===== src/dram_cache_pkg.sv =====
`default_nettype none

package dram_cache_pkg;

	// processor side AXI address channels
	localparam int ADDR_WIDTH = 32;
	localparam int ID_WIDTH = 4;

	// every metadata read carries this id so responses come back in order
	localparam logic [ID_WIDTH-1:0] META_ID = 4'hA;

	// address split: | tag | index | offset |
	localparam int OFFSET_WIDTH = 6;
	localparam int INDEX_WIDTH = 10;
	localparam int TAG_WIDTH = ADDR_WIDTH - INDEX_WIDTH - OFFSET_WIDTH;

	localparam int TID_WIDTH = 8;

	// tag FIFO sizing
	localparam int FIFO_DEPTH = 8;
	localparam int FIFO_PTR_WIDTH = $clog2(FIFO_DEPTH);
	localparam int FIFO_CNT_WIDTH = FIFO_PTR_WIDTH + 1;
	// two below full leaves room for a push already on its way
	localparam int FIFO_AFULL_LEVEL = FIFO_DEPTH - 2;

	// one entry per accepted processor request
	typedef struct packed {
		logic is_write;
		logic [TID_WIDTH-1:0] tid;
		logic [ADDR_WIDTH-1:0] addr;
	} req_record_t;

	// metadata word returned by the tag memory
	typedef struct packed {
		logic valid;
		logic [TAG_WIDTH-1:0] tag;
	} meta_t;

endpackage

`default_nettype wire


===== src/index_extractor.sv =====
`default_nettype none

module index_extractor
	import dram_cache_pkg::*;
(
	input wire clk,
	input wire rst_n,

	// processor read address
	input wire [ID_WIDTH-1:0] arid_i,
	input wire [ADDR_WIDTH-1:0] araddr_i,
	input wire arvalid_i,
	output logic arready_o,

	// processor write address
	input wire [ID_WIDTH-1:0] awid_i,
	input wire [ADDR_WIDTH-1:0] awaddr_i,
	input wire awvalid_i,
	output logic awready_o,

	// metadata read towards the tag memory
	output logic [ID_WIDTH-1:0] mar_id_o,
	output logic [ADDR_WIDTH-1:0] mar_addr_o,
	output logic mar_valid_o,
	input wire mar_ready_i,

	// tag FIFO push side
	input wire afull_i,
	output logic push_o,
	output req_record_t record_o
);

	typedef enum logic [2:0] {
		S_IDLE,
		S_RD_REQ,
		S_RD_PUSH,
		S_WR_REQ,
		S_WR_PUSH
	} state_t;

	state_t state, state_n;
	logic arbiter, arbiter_n;
	logic [TID_WIDTH-1:0] tid, tid_n;
	logic ready, ready_n;
	logic mar_valid, mar_valid_n;
	logic push, push_n;
	logic [ADDR_WIDTH-1:0] mar_addr, mar_addr_n;
	req_record_t record, record_n;
	logic rd_accept;
	logic wr_accept;

	// keep only the set index, offset and tag go to zero
	function automatic logic [ADDR_WIDTH-1:0] set_address(input logic [ADDR_WIDTH-1:0] addr);
		logic [ADDR_WIDTH-1:0] result;
		result = '0;
		result[OFFSET_WIDTH +: INDEX_WIDTH] = addr[OFFSET_WIDTH +: INDEX_WIDTH];
		return result;
	endfunction

	// arbiter low gives read the priority, high gives write
	// both readys are high in idle, only the granted channel is taken
	assign rd_accept = (state == S_IDLE) && ready && arvalid_i && (!awvalid_i || !arbiter);
	assign wr_accept = (state == S_IDLE) && ready && awvalid_i && (!arvalid_i || arbiter);

	always_ff @(posedge clk) begin
		if (!rst_n) begin
			state <= S_IDLE;
			arbiter <= 1'b0;
			tid <= TID_WIDTH'(1);
			ready <= 1'b1;
			mar_valid <= 1'b0;
			push <= 1'b0;
		end else begin
			state <= state_n;
			arbiter <= arbiter_n;
			tid <= tid_n;
			ready <= ready_n;
			mar_valid <= mar_valid_n;
			push <= push_n;
		end
	end

	always_ff @(posedge clk) begin
		mar_addr <= mar_addr_n;
		record <= record_n;
	end

	always_comb begin
		state_n = state;
		arbiter_n = arbiter;
		tid_n = tid;
		ready_n = ready;
		mar_valid_n = mar_valid;
		push_n = 1'b0;
		mar_addr_n = mar_addr;
		record_n = record;

		case (state)
			S_IDLE: begin
				ready_n = !afull_i;
				if (rd_accept) begin
					mar_addr_n = set_address(araddr_i);
					record_n.is_write = 1'b0;
					record_n.tid = tid;
					record_n.addr = araddr_i;
					tid_n = tid + 1'b1;
					arbiter_n = 1'b1;
					ready_n = 1'b0;
					mar_valid_n = 1'b1;
					state_n = S_RD_REQ;
				end else if (wr_accept) begin
					mar_addr_n = set_address(awaddr_i);
					record_n.is_write = 1'b1;
					record_n.tid = '0;
					record_n.addr = awaddr_i;
					arbiter_n = 1'b0;
					ready_n = 1'b0;
					mar_valid_n = 1'b1;
					state_n = S_WR_REQ;
				end
			end
			S_RD_REQ, S_WR_REQ: begin
				if (mar_ready_i) begin
					mar_valid_n = 1'b0;
					push_n = 1'b1;
					state_n = (state == S_RD_REQ) ? S_RD_PUSH : S_WR_PUSH;
				end
			end
			S_RD_PUSH, S_WR_PUSH: begin
				// afull still shows the level before this push
				ready_n = !afull_i;
				state_n = S_IDLE;
			end
			default: begin
				state_n = S_IDLE;
			end
		endcase
	end

	assign arready_o = ready;
	assign awready_o = ready;
	assign mar_id_o = META_ID;
	assign mar_addr_o = mar_addr;
	assign mar_valid_o = mar_valid;
	assign push_o = push;
	assign record_o = record;

	// metadata request must not change while it waits for the tag memory
	assert property (@(posedge clk) disable iff (!rst_n)
		mar_valid_o && !mar_ready_i |=> mar_valid_o && $stable(mar_addr_o));

	// a processor request that is not taken yet keeps its payload
	assert property (@(posedge clk) disable iff (!rst_n)
		arvalid_i && !rd_accept |=> arvalid_i && $stable(araddr_i) && $stable(arid_i));

	assert property (@(posedge clk) disable iff (!rst_n)
		awvalid_i && !wr_accept |=> awvalid_i && $stable(awaddr_i) && $stable(awid_i));

endmodule

`default_nettype wire


===== src/tag_fifo.sv =====
`default_nettype none

module tag_fifo
	import dram_cache_pkg::*;
#(
	parameter type payload_t = req_record_t
)
(
	input wire clk,
	input wire rst_n,

	input wire push_i,
	input wire payload_t data_i,

	input wire pop_i,
	output payload_t head_o,

	output logic empty_o,
	output logic afull_o
);

	payload_t mem [FIFO_DEPTH];
	logic [FIFO_PTR_WIDTH-1:0] wr_ptr;
	logic [FIFO_PTR_WIDTH-1:0] rd_ptr;
	logic [FIFO_CNT_WIDTH-1:0] count;

	// payload storage
	always_ff @(posedge clk) begin
		if (push_i) begin
			mem[wr_ptr] <= data_i;
		end
	end

	// depth is a power of two so the pointers wrap by themselves
	always_ff @(posedge clk) begin
		if (!rst_n) begin
			wr_ptr <= '0;
			rd_ptr <= '0;
			count <= '0;
		end else begin
			if (push_i) begin
				wr_ptr <= wr_ptr + 1'b1;
			end
			if (pop_i) begin
				rd_ptr <= rd_ptr + 1'b1;
			end
			case ({push_i, pop_i})
				2'b10: count <= count + 1'b1;
				2'b01: count <= count - 1'b1;
				default: count <= count;
			endcase
		end
	end

	assign head_o = mem[rd_ptr];
	assign empty_o = (count == '0);
	assign afull_o = (count >= FIFO_CNT_WIDTH'(FIFO_AFULL_LEVEL));

	// the almost-full margin must keep the writer from overrunning
	assert property (@(posedge clk) disable iff (!rst_n)
		push_i |-> count != FIFO_CNT_WIDTH'(FIFO_DEPTH));

	assert property (@(posedge clk) disable iff (!rst_n)
		pop_i |-> !empty_o);

endmodule

`default_nettype wire


===== src/tag_comparator.sv =====
`default_nettype none

module tag_comparator
	import dram_cache_pkg::*;
(
	input wire clk,
	input wire rst_n,

	// metadata response from the tag memory
	input wire meta_t mr_data_i,
	input wire mr_valid_i,
	output logic mr_ready_o,

	// tag FIFO pop side
	input wire req_record_t head_i,
	input wire empty_i,
	output logic pop_o,

	// lookup result
	output logic res_valid_o,
	output logic res_hit_o,
	output logic res_write_o,
	output logic [TID_WIDTH-1:0] res_tid_o,
	output logic [ADDR_WIDTH-1:0] res_addr_o,
	input wire res_ready_i
);

	logic res_valid;
	logic res_hit;
	logic res_write;
	logic [TID_WIDTH-1:0] res_tid;
	logic [ADDR_WIDTH-1:0] res_addr;

	logic [TAG_WIDTH-1:0] head_tag;
	logic slot_free;
	logic r_fire;
	logic hit;

	assign head_tag = head_i.addr[OFFSET_WIDTH + INDEX_WIDTH +: TAG_WIDTH];

	// result register empty now or emptied at this edge
	assign slot_free = !res_valid || res_ready_i;

	// responses are in order, so the FIFO head is always the matching request
	assign mr_ready_o = !empty_i && slot_free;
	assign r_fire = mr_valid_i && mr_ready_o;
	assign pop_o = r_fire;

	assign hit = mr_data_i.valid && (mr_data_i.tag == head_tag);

	always_ff @(posedge clk) begin
		if (!rst_n) begin
			res_valid <= 1'b0;
		end else if (r_fire) begin
			res_valid <= 1'b1;
		end else if (res_ready_i) begin
			res_valid <= 1'b0;
		end
	end

	always_ff @(posedge clk) begin
		if (r_fire) begin
			res_hit <= hit;
			res_write <= head_i.is_write;
			res_tid <= head_i.tid;
			res_addr <= head_i.addr;
		end
	end

	assign res_valid_o = res_valid;
	assign res_hit_o = res_hit;
	assign res_write_o = res_write;
	assign res_tid_o = res_tid;
	assign res_addr_o = res_addr;

	// a stalled result keeps all of its fields
	assert property (@(posedge clk) disable iff (!rst_n)
		res_valid_o && !res_ready_i |=> res_valid_o && $stable(res_hit_o)
			&& $stable(res_write_o) && $stable(res_tid_o) && $stable(res_addr_o));

endmodule

`default_nettype wire


===== src/dram_cache_lookup.sv =====
`default_nettype none

module dram_cache_lookup
	import dram_cache_pkg::*;
(
	input wire clk,
	input wire rst_n,

	// processor read address
	input wire [ID_WIDTH-1:0] arid_i,
	input wire [ADDR_WIDTH-1:0] araddr_i,
	input wire arvalid_i,
	output logic arready_o,

	// processor write address
	input wire [ID_WIDTH-1:0] awid_i,
	input wire [ADDR_WIDTH-1:0] awaddr_i,
	input wire awvalid_i,
	output logic awready_o,

	// tag memory read address
	output logic [ID_WIDTH-1:0] mar_id_o,
	output logic [ADDR_WIDTH-1:0] mar_addr_o,
	output logic mar_valid_o,
	input wire mar_ready_i,

	// tag memory read data
	input wire meta_t mr_data_i,
	input wire mr_valid_i,
	output logic mr_ready_o,

	// lookup result
	output logic res_valid_o,
	output logic res_hit_o,
	output logic res_write_o,
	output logic [TID_WIDTH-1:0] res_tid_o,
	output logic [ADDR_WIDTH-1:0] res_addr_o,
	input wire res_ready_i
);

	logic fifo_push;
	req_record_t fifo_data;
	logic fifo_afull;
	logic fifo_pop;
	req_record_t fifo_head;
	logic fifo_empty;

	index_extractor u_index_extractor (
		.clk(clk),
		.rst_n(rst_n),
		.arid_i(arid_i),
		.araddr_i(araddr_i),
		.arvalid_i(arvalid_i),
		.arready_o(arready_o),
		.awid_i(awid_i),
		.awaddr_i(awaddr_i),
		.awvalid_i(awvalid_i),
		.awready_o(awready_o),
		.mar_id_o(mar_id_o),
		.mar_addr_o(mar_addr_o),
		.mar_valid_o(mar_valid_o),
		.mar_ready_i(mar_ready_i),
		.afull_i(fifo_afull),
		.push_o(fifo_push),
		.record_o(fifo_data)
	);

	tag_fifo #(
		.payload_t(req_record_t)
	) u_tag_fifo (
		.clk(clk),
		.rst_n(rst_n),
		.push_i(fifo_push),
		.data_i(fifo_data),
		.pop_i(fifo_pop),
		.head_o(fifo_head),
		.empty_o(fifo_empty),
		.afull_o(fifo_afull)
	);

	tag_comparator u_tag_comparator (
		.clk(clk),
		.rst_n(rst_n),
		.mr_data_i(mr_data_i),
		.mr_valid_i(mr_valid_i),
		.mr_ready_o(mr_ready_o),
		.head_i(fifo_head),
		.empty_i(fifo_empty),
		.pop_o(fifo_pop),
		.res_valid_o(res_valid_o),
		.res_hit_o(res_hit_o),
		.res_write_o(res_write_o),
		.res_tid_o(res_tid_o),
		.res_addr_o(res_addr_o),
		.res_ready_i(res_ready_i)
	);

endmodule

`default_nettype wire


===== config.mk =====
export PLATFORM = sky130hd
export DESIGN_NAME = dram_cache_lookup
export DESIGN_NICKNAME = d
export VERILOG_FILES = /design/src/dram_cache_pkg.sv /design/src/index_extractor.sv /design/src/tag_fifo.sv /design/src/tag_comparator.sv /design/src/dram_cache_lookup.sv
export SDC_FILE = /design/constraint.sdc
export NUM_CORES = 1
export LEC_CHECK = 0
export CORE_MARGIN = 4
export CORE_UTILIZATION = 60
export CTS_CLUSTER_SIZE = 10
export DETAILED_ROUTE_END_ITERATION = 6
export DONT_BUFFER_PORTS = 1
export PLACE_DENSITY_LB_ADDON = 0.15
export SYNTH_ARGS = -nofsm -noshare
export SYNTH_HDL_FRONTEND = slang
export SYNTH_SLANG_ARGS = --single-unit

===== constraint.sdc =====
create_clock -name clk -period 4.34 [get_ports clk]
set_clock_uncertainty 0.05 [all_clocks]
set_input_delay 0.868 -clock clk [delete_from_list [all_inputs] [get_ports clk]]
set_output_delay 0.868 -clock clk [all_outputs]
set_load 0.03 [all_outputs]

== Yosys cells after proc, flatten, opt, wreduce, memory -nomap -nowiden ==
Memories as Yosys holds them, arrays and structs flattened. A register that Yosys moved wholly into a read port is not among the register bits.
Cells that the tools add are included.

* Bits in writable memories: 328
* Output and inout bits: 83
* Input bits: 96
* Register bits after elaboration: 119
* Logic and storage cells: 91
* Memories: 1

{| class="wikitable"
|+ Memory list
! name !! depth !! width !! rd ports !! clocked after memory_dff !! wr ports !! RTL line !! text
|-
| u_tag_fifo.mem || 8 || 41 || 1 || 1 || 1 || tag_fifo.sv:22 || <nowiki>payload_t mem [FIFO_DEPTH];</nowiki>
|}

* Mux-type cells: 26
* Equality and inequality tests: 9
* Add/subtract/negate cells: 5
* Magnitude comparators: 1
* Reduce and logical (&&, ||, !) cells: 31

{| class="wikitable"
|+ Operator list
! cell !! number
|-
| $mux W41 || 1
|-
| $mux W40 || 1
|-
| $mux W16 || 2
|-
| $mux W3 || 6
|-
| $eq A16 B16 Y1 || 1
|-
| $mux W1 || 12
|-
| $reduce_bool A2 Y1 || 5
|-
| $add A8 B1 Y8 const B || 1
|-
| $logic_and A1 B1 Y1 || 8
|-
| $pmux W4 S2 || 1
|-
| $reduce_and A2 Y1 || 4
|-
| $add A3 B1 Y3 const B || 2
|-
| $eq A3 B2 Y1 const B || 2
|-
| $logic_not A1 Y1 || 6
|-
| $pmux W3 S2 || 1
|-
| $add A4 B1 Y4 const B || 1
|-
| $ge A4 B3 Y1 const B || 1
|-
| $logic_not A4 Y1 || 1
|-
| $pmux W1 S2 || 2
|-
| $reduce_or A2 Y1 || 2
|-
| $sub A4 B1 Y4 const B || 1
|-
| $eq A3 B1 Y1 const B || 1
|-
| $eq A3 B3 Y1 const B || 1
|-
| $logic_not A3 Y1 || 1
|-
| other kinds (6) || 8
|}

== Logic depth before layout (Yosys ltp) ==
Gate-level depths: netlist (run 1).

* Depth in word-level cells: 7
* Gate-level depth with buffers: 11
* Depth with buffers taken out: 11

== Hierarchy ==
A second synthesis (run 1) with hierarchy kept.

* Cell total of the unflattened synthesis: 816
* Area total of the unflattened synthesis: 17,392.9 um^2

{| class="wikitable"
|+ By module, submodules not included
! module !! instances !! area each (um^2) !! seq. area each (um^2) !! cells each
|-
| tag_fifo || 1 || 13,256.5 || 10,109.7 || 544
|-
| index_extractor || 1 || 2,650.0 || 1,531.5 || 203
|-
| tag_comparator || 1 || 1,486.4 || 1,281.2 || 69
|}

== Least setup slack after synthesis (run 1) ==
Ideal clock, no wire load.

* Path kind: reg-to-reg
* From: reg u_tag_fifo.wr_ptr[0]
* To: mem u_tag_fifo.mem[0][0] (netlist name), enable pin
* Stages on the path, launching flop included: 3
* Period minus slack after synthesis: 3.863 ns
* Required time: 3.800 ns
* Path buffers: 0
* Slack: 0.477 ns
* Setup time: 0.490 ns
* Arrival: 3.323 ns
* Path through: dfxtp_1 > nand2b_1 > nor3_1

{| class="wikitable"
|+ RTL lines
! item !! RTL line !! text
|-
| start, declared || tag_fifo.sv:23 || <nowiki>logic [FIFO_PTR_WIDTH-1:0] wr_ptr;</nowiki>
|-
| start signal, assigned || tag_fifo.sv:42 || <nowiki>wr_ptr <= wr_ptr + 1'b1;</nowiki>
|-
| end, declared || tag_fifo.sv:22 ||
|}

Straight into the memory's write port.

== Worst setup path in the final report (run 1) ==
* From: reg u_tag_comparator.res_valid, in the netlist u_tag_comparator.res_valid_o
* To: reg u_tag_fifo.count[2]

* Cells in the longest elaborated chain, start to end: 6
* Elaborated cells between the ends (all ways): 8
* Classes of those cells: eq/ne (2); mux (1); reduce/logical (5)

{| class="wikitable"
|+ Ends and longest elaborated chain
! item !! RTL line !! text
|-
| start, declared || tag_comparator.sv:28 || <nowiki>logic res_valid;</nowiki>
|-
| start signal, assigned || tag_comparator.sv:53 || <nowiki>res_valid <= 1'b0;</nowiki>
|-
| start signal, assigned || tag_comparator.sv:55 || <nowiki>res_valid <= 1'b1;</nowiki>
|-
| start signal, assigned || tag_comparator.sv:57 || <nowiki>res_valid <= 1'b0;</nowiki>
|-
| $logic_not A1 Y1 * || tag_comparator.sv:42 || <nowiki>assign slot_free = !res_valid || res_ready_i;</nowiki>
|-
| $logic_or A1 B1 Y1 * || tag_comparator.sv:42 ||
|-
| $logic_and A1 B1 Y1 * || tag_comparator.sv:45 || <nowiki>assign mr_ready_o = !empty_i && slot_free;</nowiki>
|-
| via mr_ready_o || dram_cache_lookup.sv:30 || <nowiki>output logic mr_ready_o,</nowiki>
|-
| $logic_and A1 B1 Y1 * || tag_comparator.sv:46 || <nowiki>assign r_fire = mr_valid_i && mr_ready_o;</nowiki>
|-
| via fifo_pop || dram_cache_lookup.sv:44 || <nowiki>logic fifo_pop;</nowiki>
|-
| $eq A2 B1 Y1 / $eq A2 B2 Y1 (equally long branches) || tag_fifo.sv:47 || <nowiki>case ({push_i, pop_i})</nowiki>
|-
| $pmux W4 S2 / $reduce_bool A2 Y1 (equally long branches) || n/a ||
|-
| end signal, assigned || tag_fifo.sv:48 || <nowiki>2'b10: count <= count + 1'b1;</nowiki>
|-
| end signal, assigned || tag_fifo.sv:49 || <nowiki>2'b01: count <= count - 1'b1;</nowiki>
|-
| end signal, assigned || tag_fifo.sv:50 || <nowiki>default: count <= count;</nowiki>
|-
| end, declared || tag_fifo.sv:25 || <nowiki>logic [FIFO_CNT_WIDTH-1:0] count;</nowiki>
|}

The timed path passes the listed nets; every way through them passes the cells marked *.
A chain may end at the register's enable or synchronous reset.

==> results.md, run 1 <==
* Mean routed wirelength per cell at 23.9 µm
* CTS buffer count at 50
* CTS tree: done
* Power Density at 574 nW/µm²
* Cts repair resizes at 0
* Mux cell area share after synthesis at 13.3%
* Remaining DRCs at 0
* Required time worst endpoint at 4750 ps
* Core footprint at roughly 28,000 µm²
* Syn-to-layout area delta at 10.1%
* Tightest Pin Transition at 1070 ps
* RSZ-0062 raised after global routing: no
* Async SR Flop Fraction at 0%
* Via density at 5.92
* Gr ovfl total at 0
* Initial antenna violation count at 0
* Minimum clock period at 2980 ps
* FP Rows at just over 60
* CP Launch Type: register
* Final hold viol count at 0
* Ys Warns at 0
* Final Cycle Share at 68.7%
* Finished Layout Cells at 1,318
* Post-Synth Adder-Cell Area at less than 1%
* Lkg Pwr at about 6.1 nW
* CTS max path bufs at 3
* Max Fclk at approximately 0.34 GHz
* Placed insts at between 1,000 and 1,500
* Largest net degree at the start of global routing at 46
* Synth cell types at 47
* Final Setup Violations at 0
* Commonest non-fill, non-tap cell in the layout: edfxtp_1
* Synth Area in Compound Gates at 1.47%
* Nets@finish at about 1,000
* Clock Tree Root: clkbuf_16
* Setup Buffers After CTS at 0
* Clock Sinks at 440
* Post-synth EDFFs at 411
* Post-route cell area at approximately 19,000 µm²
* Worst EP arrival at 3390 ps
* Full die area at 31,200 µm²
* Reg clk slew, reported paths at roughly 50 ps
* Worst flop-to-flop path startpoint: u_tag_comparator.res_valid_o
* Die extent in y at 177 µm
* Largest family of logic cells by synthesized area: multiplexers
* Register area share after synthesis at 75.7%
* RePlAce Congestion at 0.770
* Initial DRC count at 612
* Crit Path Class: reg -> reg
* Ys flop type: edfxtp_1
* Port Buffer Count at 0
* 1st-pass router iterations at 5
* Critical Path End Type: register
* Commonest cells after routing, fill and taps aside: edfxtp_1, nand2_1, mux4_2
* Width of the die at 177 µm
* Synth Area in Simple Gates at about 4.9%
* Hold buffers post-CTS at 0
* Fraction of synthesized cell area in xor and xnor cells at between 1 and 1.5%
* Fillers at 1,849
* #FFs+latches synth at 440
* Critical-path maximum fanout at 45
* Worst Setup SP: u_tag_comparator.res_valid_o
* Initial Util at about three fifths
* Post-Syn Area at 17,100 µm²
* Diodes inserted at 0
* Dpl cell area at around 17,000 µm²
* First-pass GRT wire length at 47.8 mm
* Vias in the first global route at 8,269
* Layout cells sized above 1 at 21.7%
* Syn Inst Count at ~900
* Routed vias at 7,803
* Status: completed
* H-tree levels at 2
* Overall Power at 10.8 mW
* Mapped Avg Cell Area at about 19 µm²
* GRT Util Overall at 20.4%
* Max Slew Vio Count at 0
* Hold Path Class: in -> reg
* Min-delay src: rst_n
* Routed wire length at 31.5 mm
* Post-detail-place hpwl at 18.1 mm
* # IOs at 179
* Worst IR Drop VDD at around 0.00044 V
* Max Cap Viol at 0
* Clk_lat worst skew at 540 ps
* Max-Slew Margin vs Limit at ~28%
* Setup_tns at 0 ps
* Post-detailed-route count of antenna-violating nets at 0
[cells by family after synthesis]
group / Yosys count
simple gates: 182
other cells: 2
flops: 440
compound gates: 36
fa+ha+maj: 6
mux: 127
buf+inv: 77
xor+xnor: 26
[registers in the layout (all words and copies together) (netlist names), named ones only]
name and count:
u_tag_fifo.mem 328, u_tag_comparator.res_hit_o 1, u_index_extractor.record_o 32, u_index_extractor.tid 8
u_index_extractor.mar_addr_o 9, u_index_extractor.arbiter 1, u_index_extractor.mar_valid_o 1, u_tag_comparator.res_write_o 1
u_tag_comparator.res_tid_o 8, u_tag_comparator.res_addr_o 32, u_tag_fifo.wr_ptr 3, u_index_extractor.push_o 1
u_tag_comparator.res_valid_o 1, u_tag_fifo.count 4, u_tag_fifo.rd_ptr 3, u_index_extractor.arready_o 1
u_index_extractor.state 3
[per-stage QoR]
stage / worst slack [ps] / utilization [%] / hold slack (ps)
after detailed placement: 900 / 62.3 / 426
after global placement: 1040 / 62.3 / 407
after CTS: 1260 / 67.3 / 335
after floorplan: 477 / - / 391
after global routing: 1090 / 67.3 / 345
final: 1360 / 67.3 / 357
[worst max-delay path, cell delays in order, from the launching register on]
cell	delay, ps
dfxtp_1	410
nand2b_1	140
o41a_1	380
nand2_1	210
inv_2	90
buf_4	560
ha_1	330
a21oi_1	100
xor2_1	170
or3_1	320
a21boi_1	150
[path summary, 6_finish.rpt]
| kind | end | slack, ps | cells after the start |
|---|---|---|---|
| worst max register to register | u_tag_fifo.count[2] | 1360 | 10 |
| worst max-delay path | u_tag_fifo.count[2] | 1360 | 10 |
| worst min-delay path | u_index_extractor.tid[0] | 360 | 1 |
| worst min register to register | u_index_extractor.tid[7] | 430 | 2 |
[synth_stat cells (all sizes together) (2+ instances only)]
master / count / area share (%)
a211oi: 8 / 0.35
a21boi: 8 / 0.35
a21oi: 4 / 0.12
and2: 19 / 0.70
and3: 3 / 0.11
buf: 58 / 2.3
clkbuf: 14 / 0.31
conb: 2 / 0.044
dfxtp: 29 / 3.4
edfxtp: 411 / 72
ha: 6 / 0.44
inv: 5 / 0.11
mux2: 48 / 3.2
mux2i: 6 / 0.35
mux4: 73 / 9.7
nand2: 116 / 2.6
nand2b: 7 / 0.26
nand3b: 3 / 0.13
nand4: 5 / 0.18
nor2: 9 / 0.20
nor2b: 9 / 0.33
nor3: 2 / 0.059
o21a: 2 / 0.088
o21ai: 5 / 0.15
o22ai: 5 / 0.18
or3: 3 / 0.11
xnor2: 20 / 1.1
xor2: 6 / 0.31
[where the power goes]
group          internal [mW]  total, mW  switching (mW)  leakage (nW)
Combinational          0.474       1.12           0.650          1.42
Clock                   2.14       3.60            1.47         0.672
Sequential              5.40       6.05           0.653          3.97
Total                   8.00       10.8            2.77          6.06
[routing by layer]
layer	track usage (%)	part of all wire [%]	wire, µm	up-vias
met4	5.38	1.7	533	0
met3	3.82	5.6	1770	42
met1	27.3	40	12700	4051
met5	0	0	0	-
li1	-	-	-	3461
met2	35.1	52	16500	249
[layout make-up]
class,instances,area [µm²],share of cell area [%]
multi-input combinational,403,3830,20.4
inverter,5,18.8,0.0999
timing repair buffer,17,140,0.746
sequential,440,12900,68.8
clock buffer,71,1350,7.19
clock inverter,4,45.0,0.240
tap,378,473,2.52
Power figures use the tool's default switching activity.
==> run 2, diff against run 1 <==
--- a/config.mk
+++ b/config.mk
@@ -6,7 +6,7 @@
 export NUM_CORES = 1
 export LEC_CHECK = 0
 export CORE_MARGIN = 4
-export CORE_UTILIZATION = 60
+export CORE_UTILIZATION = 57
 export CTS_CLUSTER_SIZE = 10
 export DETAILED_ROUTE_END_ITERATION = 6
 export DONT_BUFFER_PORTS = 1
==> constraint.sdc (replaced) <==
create_clock -name clk -period 2.7 [get_ports clk]
set_clock_uncertainty 0.05 [all_clocks]
set_input_delay 0.54 -clock clk [delete_from_list [all_inputs] [get_ports clk]]
set_output_delay 0.54 -clock clk [all_outputs]
set_load 0.03 [all_outputs]
==> results.md, run 2 (synthesized netlist as in run 1, its figures left out) <==
* # IOs at 179
* Clock Tree Root: clkbuf_16
* CTS tree: done
* Commonest cells after routing, fill and taps aside: edfxtp_1, nand2_1, mux4_2
* Initial Util at approximately 58%
* RePlAce Congestion at 0.773
* Global Route met2 Usage at roughly a third
* Met1 Usage GRT at 27.0%
* Gr ovfl total at 0
* Tightest Pin Transition at about 870 ps
* Remaining DRCs at 0
* Full die area at 32,800 µm²
* Reg area at 12,900 µm²
* Commonest non-fill, non-tap cell in the layout: edfxtp_1
* Diodes inserted at 0
* Critical-path maximum fanout at 8
* Mean routed wirelength per cell at 24.2 µm
* Max Cap Viol at 0
* FP Rows at 63
* Worst EP arrival at 2820 ps
* Syn-to-layout area delta at 11.4%
* Routed wire length at 32.4 mm
* Worst R2R Setup Slack at between 150 and 200 ps
* Width of the die at 181 µm
* RSZ-0062 raised after global routing: no
* Max-Slew Margin vs Limit at about two fifths
* CTS buffer count at 50
* Die extent in y at 181 µm
* Required time worst endpoint at 3010 ps
* Worst R2R Path Depth at 6
* Critical Path End Type: register
* 1st-pass router iterations at 5
* Clock Sinks at between 400 and 500
* Nets@finish at 1,029
* Fin worst setup slack at 186 ps
* Initial DRC count at 787
* Routed vias at about 7,800
* Crit Path Class: reg -> reg
* Largest net degree at the start of global routing at 61
* Area of the multi-input gates at 3850 µm²
* CTS max path bufs at 3
* Cts repair resizes at 0
* CP Launch Type: register
* First-pass GRT wire length at 49.4 mm
* Final Cycle Share at 93.1%
* Final hold viol count at 0
* Lkg Pwr at approximately 6 nW
* Power Density at 920 nW/µm²
* Status: completed
* Hold Path Class: in -> reg
* Max Fclk at 0.398 GHz
* Vias in the first global route at 8,392
* Core footprint at 29,600 µm²
* Hold buffers post-CTS at 0
* Layout cells sized above 1 at 22.9%
* Setup_tns at 0 ps
* Reg clk slew, reported paths at 50 ps
* Initial antenna violation count at 1
* GRT Util Overall at 19.8%
* Max Slew Vio Count at 0
* H-tree levels at 2
* Clk_lat worst skew at 540 ps
* GRT Max-Usage Layer: met2
* Final Setup Violations at 0
* Worst reg2reg endpoint: u_tag_comparator.res_hit_o
* Fillers at 2,014
* Overall Power at 17.5 mW
* Post-detail-place hpwl at around 19 mm
* Post-detailed-route count of antenna-violating nets at 0
* Number of flip-flops in the largest register at 328
* Port Buffer Count at 0
* GR Util met3 at 4.39%
* Setup Buffers After CTS at 0
* Worst IR Drop VDD at about 0.00076 V
* Dpl ws at 153 ps
* Critical path endpoint: u_tag_comparator.res_hit_o
* Minimum clock period at roughly 2500 ps
* Via density at between 5 and 6
* Reg with most FFs: u_tag_fifo.mem
run 2: final cells by class:
| cell class | instances | area share [%] |
|---|---|---|
| repair buffers | 27 | 1.59 |
| clock inverters | 2 | 0.0724 |
| flip-flops and latches | 440 | 68.0 |
| well taps | 390 | 2.57 |
| inverters | 5 | 0.184 |
| multi-input cells | 403 | 20.2 |
| clock buffers | 72 | 7.35 |
run 2: worst min-delay path by stage:
stage / startpoint / end / depth (start not counted) / slack [ps]
2_1_floorplan: u_index_extractor.state[2] / u_index_extractor.state[1] / 1 / 390
3_3_place_gp: u_index_extractor.state[2] / u_index_extractor.state[1] / 1 / 410
3_5_place_dp: u_index_extractor.state[2] / u_index_extractor.state[1] / 1 / 420
4_1_cts: rst_n / u_index_extractor.arready_o / 1 / 20
5_1_grt: rst_n / u_index_extractor.arready_o / 1 / 30
6_report: rst_n / u_index_extractor.arready_o / 1 / 40
run 2: critical path, stage by stage (launching register included):
cell     delay [ps]
dfxtp_4         440
mux4_1          570
mux2_2          310
xnor2_1         200
nand2_1          80
or4b_4          520
nor4_2          160
run 2: stage by stage:
step / instances / hold WS (ps) / area, µm² / utilization, %
floorplan: 920 / 391 / 17200 / -
detailed placement: 1265 / 416 / 17600 / 59.6
finish: 1339 / 39.1 / 19000 / 64.3
CTS: 1339 / 18.3 / 19000 / 64.3
global route: 1339 / 32.3 / 19000 / 64.3
global placement: 1265 / 408 / 17600 / 59.6
run 2: power by group:
part           internal, mW  switching, mW
combinational         0.813           1.21
clock                  3.53           2.34
sequential             8.67          0.938
total                  13.0           4.49
run 2: per-layer routing:
layer	routed length [µm]	part of all wire [%]	up-vias
met5	20	0.062	-
met4	519	1.6	2
met3	2130	6.6	39
met2	16500	51	251
met1	13300	41	4043
li1	-	-	3480
==> run 3, diff against run 2 <==
--- a/config.mk
+++ b/config.mk
@@ -7,6 +7,7 @@
 export LEC_CHECK = 0
 export CORE_MARGIN = 4
 export CORE_UTILIZATION = 57
+export CTS_BUF_LIST = sky130_fd_sc_hd__clkbuf_8 sky130_fd_sc_hd__clkbuf_16
 export CTS_CLUSTER_SIZE = 10
 export DETAILED_ROUTE_END_ITERATION = 6
 export DONT_BUFFER_PORTS = 1
==> results.md, run 3 (synthesized netlist as in run 1, its figures left out) <==
* CTS buffer count at 50
* Worst IR Drop VDD at 0.000758 V
* Clk_lat worst skew at 540 ps
* Post-detailed-route count of antenna-violating nets at 0
* Status: completed
* Clock Tree Root: clkbuf_16
* Power Density at 916 nW/µm²
* CTS tree: done
* RePlAce Congestion at approximately 0.77
* 1st-pass router iterations at 5
* Max Cap Viol at 0
* Fin worst setup slack at 188 ps
* Max Slew Vio Count at 0
* Layout cells sized above 1 at 22.9%
* Remaining DRCs at 0
* Final hold viol count at 0
* Diodes inserted at 0
* RSZ-0062 raised after global routing: no
* Final Setup Violations at 0
* Critical Path End Type: register
* Setup Buffers After CTS at 0
* Overall Power at around 17 mW
* CP Launch Type: register
* Minimum clock period at roughly 2500 ps
* CP max stage cell: mux4_1
* Post-detail-place hpwl at 18.9 mm
* Number of flip-flops in the largest register at 328
* Core footprint at around 30,000 µm²
* Clock Sinks at 440
* Max-Slew Margin vs Limit at approximately two fifths
* Hold buffers post-CTS at 0
* Full die area at 32,800 µm²
* Reg with most FFs: u_tag_fifo.mem
* FP Rows at 63
* Nets@finish at 1,029
* Post-route cell area at roughly 19,000 µm²
* Hold Path Class: in -> reg
* Routed wire length at 32.4 mm
* Critical-path maximum fanout at 8
* Syn-to-layout area delta at 11.4%
* Dpl ws at 153 ps
* Routed vias at 7,823
* Die extent in y at 181 µm
* Initial antenna violation count at 1
* H-tree levels at 2
* Gr ovfl total at 0
* Commonest non-fill, non-tap cell in the layout: edfxtp_1
* First-pass GRT wire length at 49.4 mm
* Max Fclk at 0.398 GHz
* Setup_tns at 0 ps
* Required time worst endpoint at 3010 ps
* Final Core Density at 64.3%
* Worst EP arrival at approximately 2800 ps
* Reg area at around 13,000 µm²
* # IOs at 179
* Width of the die at roughly 180 µm
* Tightest Pin Transition at about 870 ps
* Port Buffer Count at 0
* Via density at 5.84
* Largest stage delay, worst path at between 500 and 600 ps
* Final Cycle Share at between 90 and 100%
* Initial Util at approximately 58%
* CTS max path bufs at 3
* Mean routed wirelength per cell at 24.2 µm
* Initial DRC count at 783
* Reg clk slew, reported paths at 60 ps
* Cts repair resizes at 0
* Dpl cell area at 17,600 µm²
* Crit Path Class: reg -> reg
* Fillers at 2,014
* Vias in the first global route at around 8,400
* Largest net degree at the start of global routing at 61
* GRT Util Overall at about 20%
* Crit path cell chain: mux4_1 -> mux2_2 -> xnor2_1 -> nand2_1 -> or4b_4 -> nor4_2
* Commonest cells after routing, fill and taps aside: edfxtp_1, nand2_1, mux4_2
* Lkg Pwr at 6.23 nW
* Area of the multi-input gates at roughly 3800 µm²
## run 3: cell types whose count changed in the layout (fill, tap and decap cells not counted), sizes merged
cell and change:
clkbuf -19, inv +19
## run 3: metrics by stage
step	hold slack, ps	std cells
after floorplan	391	920
after global placement	408	1265
after detailed placement	416	1265
after CTS	18.3	1339
after global routing	32.3	1339
final	37.8	1339
## run 3: metal layers
metal,vias to the layer above,part of all wire [%],track usage [%]
met4,2,1.6,4.56
met5,-,0.062,0
met3,41,6.5,4.39
met1,4047,41,27.0
li1,3478,-,-
met2,255,51,33.2
## run 3: critical path: cells and delay by family (launching register included)
family	cells	cell delay (ps)
and+or+nand+nor	3	760
muxes	2	880
DFF	1	440
xor gates and xnor gates	1	200
## run 3: worst paths after layout
kind                         startpoint                     endpoint  slack [ps]  depth (start not counted)
min reg2reg  u_index_extractor.state[2]   u_index_extractor.state[1]         430                          1
max                            register   u_tag_comparator.res_hit_o         190                          6
max reg2reg                    register   u_tag_comparator.res_hit_o         190                          6
min                               rst_n  u_index_extractor.arready_o          40                          1
## run 3: cell type report
class,count,share of cell area (%)
sequential,440,68.0
multi-input combinational,403,20.2
clock buffer,53,6.97
inverter,5,0.184
tap,390,2.57
clock inverter,21,0.447
timing repair buffer,27,1.59
## run 3: power by group
part / total [mW] / switching [mW] / internal, mW
Clock: 5.79 / 2.34 / 3.45
Sequential: 9.61 / 0.935 / 8.67
Combinational: 2.02 / 1.21 / 0.813
